**config.mk**
```make
export PLATFORM = sky130hd
export DESIGN_NAME = execute_stage
export DESIGN_NICKNAME = d
export VERILOG_FILES = /design/src/source/isa_pkg.sv /design/src/source/pipe_pkg.sv /design/src/source/execute_stage.sv
export SDC_FILE = /design/constraint.sdc
export NUM_CORES = 2
export LEC_CHECK = 0
export ABC_AREA = 1
export BUFFER_PORTS_ARGS = -buffer_cell sky130_fd_sc_hd__buf_4
export CAP_MARGIN = 20
export CORE_UTILIZATION = 30
export CTS_CLUSTER_DIAMETER = 120
export DETAILED_ROUTE_END_ITERATION = 8
export PLACE_DENSITY = 0.6
export SKIP_CTS_REPAIR_TIMING = 1
export SYNTH_ARGS = -nofsm -noshare
export SYNTH_HDL_FRONTEND = slang
export SYNTH_SLANG_ARGS = --single-unit
```
**constraint.sdc**
```tcl
create_clock -name clk_50 -period 8.5 [get_ports clk_50]
set_input_delay 1.7 -clock clk_50 [delete_from_list [all_inputs] [get_ports clk_50]]
set_output_delay 1.7 -clock clk_50 [all_outputs]
set_load 0.005 [all_outputs]
```
**src/source/isa_pkg.sv**
```systemverilog
package isa_pkg;

    // Major opcodes, custom-0 carries the npu instruction
    localparam logic [6:0] op_rtype  = 7'b0110011;
    localparam logic [6:0] op_itype  = 7'b0010011;
    localparam logic [6:0] op_load   = 7'b0000011;
    localparam logic [6:0] op_store  = 7'b0100011;
    localparam logic [6:0] op_branch = 7'b1100011;
    localparam logic [6:0] op_npu    = 7'b0001011;

    localparam logic [2:0] f3_add_sub = 3'b000;
    localparam logic [2:0] f3_slt     = 3'b010;
    localparam logic [2:0] f3_or      = 3'b110;
    localparam logic [2:0] f3_and     = 3'b111;

    localparam logic [6:0] f7_sub = 7'b0100000;

    typedef enum logic [3:0] {
        alu_add = 4'd0,
        alu_sub = 4'd1,
        alu_and = 4'd2,
        alu_or  = 4'd3,
        alu_slt = 4'd4,
        alu_npu = 4'd8
    } alu_ctrl_t;

    typedef struct packed {
        logic [6:0] funct7;
        logic [4:0] rs2;
        logic [4:0] rs1;
        logic [2:0] funct3;
        logic [4:0] rd;
        logic [6:0] opcode;
    } r_fmt_t;

    typedef struct packed {
        logic [11:0] imm;
        logic [4:0]  rs1;
        logic [2:0]  funct3;
        logic [4:0]  rd;
        logic [6:0]  opcode;
    } i_fmt_t;

    typedef struct packed {
        logic [6:0] imm_hi;
        logic [4:0] rs2;
        logic [4:0] rs1;
        logic [2:0] funct3;
        logic [4:0] imm_lo;
        logic [6:0] opcode;
    } s_fmt_t;

    typedef struct packed {
        logic       imm_12;
        logic [5:0] imm_10_5;
        logic [4:0] rs2;
        logic [4:0] rs1;
        logic [2:0] funct3;
        logic [3:0] imm_4_1;
        logic       imm_11;
        logic [6:0] opcode;
    } b_fmt_t;

    typedef union packed {
        r_fmt_t r;
        i_fmt_t i;
        s_fmt_t s;
        b_fmt_t b;
    } inst_u;

endpackage

```
**src/source/pipe_pkg.sv**
```systemverilog
package pipe_pkg;

    typedef struct packed {
        logic reg_write;
        logic mem_read;
        logic mem_write;
        logic mem_to_reg;
        logic alu_src;
        logic branch;
    } ctrl_t;

    typedef struct packed {
        logic        valid;
        logic [31:0] pc;
        logic [31:0] inst;
    } if_id_t;

    typedef struct packed {
        ctrl_t               ctrl;
        isa_pkg::alu_ctrl_t  alu_ctrl;
        logic                npu_en;
        logic [31:0]         pc;
        logic [31:0]         rs1_val;
        logic [31:0]         rs2_val;
        logic [31:0]         imm;
        logic [4:0]          rs1;
        logic [4:0]          rs2;
        logic [4:0]          rd;
    } id_ex_t;

    typedef struct packed {
        ctrl_t       ctrl;
        logic [31:0] alu_result;
        logic [31:0] store_data;
        logic [4:0]  rd;
    } ex_mem_t;

    // Also used as the retire record
    typedef struct packed {
        logic        valid;
        logic [4:0]  rd;
        logic [31:0] data;
    } mem_wb_t;

    typedef struct packed {
        logic        reg_write;
        logic [4:0]  rd;
        logic [31:0] data;
    } fwd_t;

endpackage

```
**src/source/execute_stage.sv**
```systemverilog
`timescale 1ns/1ps

module execute_stage (
    input  logic              clk_50,
    input  logic              reset,
    input  pipe_pkg::id_ex_t  id_ex,
    input  pipe_pkg::fwd_t    fwd_wb,
    output pipe_pkg::ex_mem_t ex_mem,
    output pipe_pkg::fwd_t    fwd_mem,
    output logic              ex_mem_read,
    output logic [4:0]        ex_rd,
    output logic              flush,
    output logic [31:0]       branch_target
);

    logic [31:0] fwd_a;
    logic [31:0] fwd_b;
    logic [31:0] op_b;
    logic [31:0] alu_result;
    logic [31:0] product;
    logic [31:0] ex_result;

    // Younger result in EX/MEM wins over MEM/WB
    function automatic logic [31:0] forward(
        input logic [4:0]     rs,
        input logic [31:0]    reg_val,
        input pipe_pkg::fwd_t near,
        input pipe_pkg::fwd_t far
    );
        if (near.reg_write && near.rd != 5'd0 && near.rd == rs) begin
            return near.data;
        end
        if (far.reg_write && far.rd != 5'd0 && far.rd == rs) begin
            return far.data;
        end
        return reg_val;
    endfunction

    // Load data is not ready here, the stall covers that case
    assign fwd_mem.reg_write = ex_mem.ctrl.reg_write && !ex_mem.ctrl.mem_read;
    assign fwd_mem.rd        = ex_mem.rd;
    assign fwd_mem.data      = ex_mem.alu_result;

    assign fwd_a = forward(id_ex.rs1, id_ex.rs1_val, fwd_mem, fwd_wb);
    assign fwd_b = forward(id_ex.rs2, id_ex.rs2_val, fwd_mem, fwd_wb);
    assign op_b  = id_ex.ctrl.alu_src ? id_ex.imm : fwd_b;

    always_comb begin
        case (id_ex.alu_ctrl)
            isa_pkg::alu_sub: alu_result = fwd_a - op_b;
            isa_pkg::alu_and: alu_result = fwd_a & op_b;
            isa_pkg::alu_or:  alu_result = fwd_a | op_b;
            isa_pkg::alu_slt: alu_result = {31'd0, $signed(fwd_a) < $signed(op_b)};
            default:          alu_result = fwd_a + op_b;
        endcase
    end

    // Low word of the npu product
    assign product   = fwd_a * op_b;
    assign ex_result = id_ex.npu_en ? product : alu_result;

    assign flush         = id_ex.ctrl.branch && alu_result == 32'd0;
    assign branch_target = id_ex.pc + id_ex.imm;

    assign ex_mem_read = id_ex.ctrl.mem_read;
    assign ex_rd       = id_ex.rd;

    always_ff @(posedge clk_50) begin
        if (reset) begin
            ex_mem.ctrl <= '0;
        end else begin
            ex_mem.ctrl <= id_ex.ctrl;
        end
        ex_mem.alu_result <= ex_result;
        ex_mem.store_data <= fwd_b;
        ex_mem.rd         <= id_ex.rd;
    end

endmodule

```
==> After elaboration in Yosys (flattened, before gate mapping) <==
Cells that the tools add are included.
{ "totals": {"regBits": 75, "input_bits": 194, "out_inout_bits": 152, "word_cells": 53} }
{ "classes": {"addsub": 3, "mul": 1, "order_cmp": 1, "eq_ne": 8, "n_mux": 17, "bitwise": 2, "reduce_logical": 12} }
{ "op_table": {"columns": ["operator", "n"], "rows": [
  ["2-to-1 mux 32 bit", 10],
  ["one-hot mux 32 bit (4 select lines)", 1],
  ["adder 32 bit", 2],
  ["bitwise AND 32 bit", 1],
  ["logical NOT 32 bit", 1],
  ["less-than comparator 32 bit", 1],
  ["multiplier 32 x 32 -> 32 bit", 1],
  ["bitwise OR 32 bit", 1],
  ["subtractor 32 bit", 1],
  ["== test 5 bit", 4],
  ["nonzero test 5 bit", 2],
  ["== test 4 x 2 -> 1 bit, second input constant", 2],
  ["logical AND 1 bit", 8],
  ["2-to-1 mux 1 bit", 6],
  ["== test 4 x 1 -> 1 bit, second input constant", 1],
  ["== test 4 x 3 -> 1 bit, second input constant", 1],
  ["logical NOT 1 bit", 1]
]} }

==> Logic depth before layout (Yosys ltp) <==
{ "logic_depth": {"word_depth": 13, "ltp_mapped": 44, "depth_no_buf": 43} }

==> Least setup slack after synthesis <==
OpenSTA, ideal clock, no wires.
{ "synth_timing": {"path_type": "in2reg", "startpoint": "in id_ex[10] (netlist name)", "endpoint": "reg ex_mem[65] (netlist name)", "setup_ps": 74, "arrival_time_ps": 8963, "required_ps": 8426, "path_slack_ps": -538, "stages": 31, "n_path_buf": 3, "path_cell_list": "xor2_1 nor2_1 nand3_4 buf_6 buf_2 a21oi_1 clkbuf_1 clkinv_1 nor2_1 fa_1 inv_1 fa_1 fa_1 fa_1 inv_1 fa_1 inv_1 fa_1 inv_1 fa_1 fa_1 ha_1 a21oi_1 o21ai_0 a21oi_1 inv_1 a21oi_1 o21a_1 o21ai_0 or2_2 a31oi_1"} }
{ "synth_via": {"elab_chain_len": 9, "word_cells_on_any_way": 17, "cone_classes": "add/sub: 2; mul: 1; eq/ne: 2; mux: 8; bitwise: 2; reduce/logical: 2"} }
{ "synth_lines": {"columns": ["item", "line", "rtl"], "rows": [
  ["start: declaration", "execute_stage.sv:6", "input pipe_pkg::id_ex_t id_ex,"],
  ["== test 5 bit", "execute_stage.sv:33", "if (far.reg_write && far.rd != 5'd0 && far.rd == rs) begin"],
  ["logical AND 1 bit", "execute_stage.sv:33", null],
  ["2-to-1 mux 1 bit (2 in a row)", "execute_stage.sv:33", null],
  ["2-to-1 mux 32 bit", "execute_stage.sv:36", "return reg_val;"],
  ["2-to-1 mux 32 bit *", "execute_stage.sv:33", null],
  ["branches (longest 2 deep; another with multiplier 32 x 32 -> 32 bit)", null, null],
  ["2-to-1 mux 32 bit *", "execute_stage.sv:60", "assign ex_result = id_ex.npu_en ? product : alu_result;"],
  ["net ex_result[28]", "execute_stage.sv:21", "logic [31:0] ex_result;"],
  ["end: declaration", "execute_stage.sv:8", "output pipe_pkg::ex_mem_t ex_mem,"]
]} }
Mark *: on every way through the listed nets, which the timed path passes. The select of a mux whose other input is x is not followed.
A chain may end at the register's enable or synchronous reset.

==> Final worst setup path <==
{ "layout_timing": {"startpoint": "in id_ex[6] (netlist name)", "endpoint": "reg ex_mem[68] (netlist name)"} }
{ "layout_via": {"elab_chain_len": 10, "word_cells_on_any_way": 18, "cone_classes": "add/sub: 2; mul: 1; eq/ne: 2; mux: 9; bitwise: 2; reduce/logical: 2"} }
{ "layout_lines": {"columns": ["item", "line", "rtl"], "rows": [
  ["== test 5 bit", "execute_stage.sv:33", null],
  ["logical AND 1 bit", "execute_stage.sv:33", null],
  ["2-to-1 mux 1 bit (2 in a row)", "execute_stage.sv:33", null],
  ["2-to-1 mux 32 bit", "execute_stage.sv:36", null],
  ["2-to-1 mux 32 bit *", "execute_stage.sv:33", null],
  ["2-to-1 mux 32 bit *", "execute_stage.sv:46", "assign op_b = id_ex.ctrl.alu_src ? id_ex.imm : fwd_b;"],
  ["branches (longest 2 deep; another with multiplier 32 x 32 -> 32 bit)", null, null],
  ["2-to-1 mux 32 bit *", "execute_stage.sv:60", null],
  ["net ex_result[31]", "execute_stage.sv:21", null]
]} }
Marks and branches as above.

==> flow_metrics.py <==
metrics = {
    "timing": {
        "hold_viol": 0,
        "relSlewSlack_pct": 36.7,
        "fin_skew_ps": 27.8,
        "worstMarginPinSlew_ps": 948,
        "clock.fmax_ghz": 0.111,
        "tns_ps": -4250,
        "slew_viol_final": 0,
        "rsz0062_at_grt": "true",
        "worst_slack_ps": -522,
        "finalCritPeriodShare_pct": 106,
        "timing.final.crit_period_ps": 9020,
        "setup_viol": 14,
    },
    "worst_setup_path": {
        "cp_data_required_time_ps": 8790,
        "startpoint_type": "input pin",
        "worstRegToRegCells": 39,
        "cp_max_fo": 5,
        "r2r-start": "ex_mem[1]",
        "reg2reg_slack_ps": 420,
        "worst_path_max_delay_cell": "fa_1",
        "worst-setup-path-type": "input pin to flop",
        "slowest_delay_ps": 570,
        "cp-end-kind": "flop",
        "cp.arrival_ps": 9310,
        "worstReg2RegEnd": "ex_mem[68]",
        "crit_top_cell": "nand2_1",
    },
    "synth": {
        "synthArstFlopShare_pct": 0,
        "yosysSeqAreaShare_pct": 5.71,
        "syn-num-nets": 4527,
        "ys.flop_type": "dfxtp_1",
        "synth_cell_types": 62,
        "synth_area_um2": 26300,
        "synth_edf_count": 0,
        "yosys.area.top_type": "fa_1",
        "synth_cells": 3672,
        "yosysTopAreaCellShare_pct": 31.3,
        "synth-seq-cells": 75,
        "yosys_warnings": 0,
        "syn_area_per_cell_um2": 7.16,
        "yosys-top-cells-area": "fa_1 31%, ha_1 12%, nand2_1 11%, inv_1 9.8%, nor2_1 6.8%",
    },
    "detailed_routing": {
        "drtAntennaViolNets": 0,
        "finalWirelength_um": 139000,
        "num_vias": 29100,
        "drc": 0,
        "avgViaCountPerCell": 5.02,
        "drtIter0Drc": 2964,
        "route.detailed.wl_per_inst_um": 24.0,
        "firstDrtPassIters": 6,
    },
    "layout": {
        "regMostFlops": "ex_mem",
        "area.growth.synth_to_final_pct": 45.5,
        "layout_commonest_cell": "buf_4",
        "fin_nets": 5494,
        "largest_reg_flops": 75,
        "top_regs": "ex_mem x75",
        "fin_cells": 5800,
        "layout_common_cells": "1,005 x buf_4, 695 x nand2_1, 648 x inv_1, 428 x nor2_1, 379 x fa_1",
        "drive_above_1_share_pct": 33.6,
    },
    "worst_hold_path": {
        "hold_path.class": "flop to flop",
        "min_to": "ex_mem[16]",
        "min_from": "ex_mem[48]",
        "whs_path_depth": 2,
    },
    "clock_tree": {
        "path_clk_slew_ps": 90,
        "htree_levels": 3,
        "root_buffer": "clkbuf_16",
        "clk_path_buf_depth": 2,
        "cts_tree": "done",
        "cts_sinks": 75,
        "cts_made_buffers": 9,
        "clkLatencyLatePin_ps": 400,
    },
    "grt": {
        "grt_pass1_vias": 28300,
        "antenna_found_initial": 4,
        "grt_max_degree": 31,
        "overflow": 0,
        "grt_use_total_pct": 30.3,
        "grt_pass1_wl_um": 194000,
    },
    "placed_design": {
        "gp_congestion": 1.02,
        "port_buffers": 345,
        "dp.cells": 5696,
        "dp_hpwl_um": 120000,
    },
    "outcome": {
        "outcome": "finished with violations",
        "violations": "negative setup slack",
    },
    "die": {
        "core_um2": 86800,
        "die_h_um": 298,
        "row_count": 108,
        "die_w_um": 298,
        "boundaryPins": 346,
        "die_area_um2": 88800,
        "start_util_pct": 30.3,
    },
    "flow_run": {
        "maxCapViolCount": 0,
    },
}
## layout make-up
cell class                 instances  area (µm²)
fill                            8892       48500
clock inverter                     5        60.1
inverter                         722        2800
tap                             1155        1450
multi-input combinational       2714       22800
sequential                        75        1500
clock buffer                      11         253
timing repair buffer            1117        9410
antenna                            1        2.50
## Yosys cell counts (16+ instances only)
| master | count |
|---|---|
| nor3_1 | 26 |
| buf_2 | 16 |
| nand4_1 | 19 |
| clkinv_1 | 16 |
| clkbuf_1 | 74 |
| xor2_1 | 65 |
| xnor2_1 | 30 |
| inv_2 | 19 |
| a21oi_1 | 157 |
| nand3b_1 | 16 |
| inv_1 | 685 |
| o2111ai_1 | 20 |
| buf_4 | 50 |
| o21ai_1 | 32 |
| nand2_1 | 744 |
| nand3_1 | 153 |
| dfxtp_1 | 75 |
| o21ai_0 | 120 |
| nor2_1 | 475 |
| fa_1 | 411 |
| ha_1 | 250 |
| or2_2 | 32 |
## stage by stage
step           instance area [µm²]  setup WS [ps]  hold WS (ps)  utilization, %
2_1_floorplan                26600          -17.4           493               -
3_3_place_gp                 35300          -1200           636            40.7
3_5_place_dp                 35300          -1180           648            40.7
4_1_cts                      35600           -767           641            41.1
5_1_grt                      38200           -745           668            44.1
6_report                     38200           -522           683            44.1
## how the worst max path moves through the flow
| stage | startpoint | end | slack, ps | cells past startpoint |
|---|---|---|---|---|
| after floorplan | fwd_wb[35] | ex_mem[65] | -20 | 32 |
| after global placement | fwd_wb[35] | ex_mem[68] | -1200 | 37 |
| after detailed placement | fwd_wb[35] | ex_mem[65] | -1180 | 39 |
| after CTS | fwd_wb[35] | ex_mem[65] | -770 | 39 |
| after global routing | id_ex[9] | ex_mem[68] | -740 | 40 |
| final | id_ex[6] | ex_mem[68] | -520 | 42 |
## worst max-delay path, delay by kind of cell
family	cells	cell delay, ps
fa+ha+maj	9	4100
simple gates	20	1990
compound gates	3	370
buf+inv	10	1140
## routing by layer
metal  up-vias  global-route usage, %  part of all wire [%]
met5         -                      0                0.0093
met3       240                   5.13                   8.9
met1     14400                   42.2                    43
met2      1328                   47.2                    44
li1      13200                      -                     -
met4         2                   10.0                   4.0
## logic make-up (layout without fill, tap and decap cells)
group | Yosys count | in the layout | share of synthesized area [%]
adder cells (fa/ha/maj) | 661 | 661 | 43.2
XOR/XNOR | 96 | 96 | 3.25
AND/OR/NAND/NOR | 1503 | 1504 | 23.7
multiplexers | 2 | 2 | 0.0762
flip-flops | 75 | 75 | 5.71
other | 0 | 1 | 0
buffers and inverters | 884 | 1855 | 13.7
AO/OA/AOI/OAI | 451 | 451 | 10.4
Power is left out: the tool's default activity adds up to more than one toggle a clock period on the data nets, which glitch-free logic cannot reach.
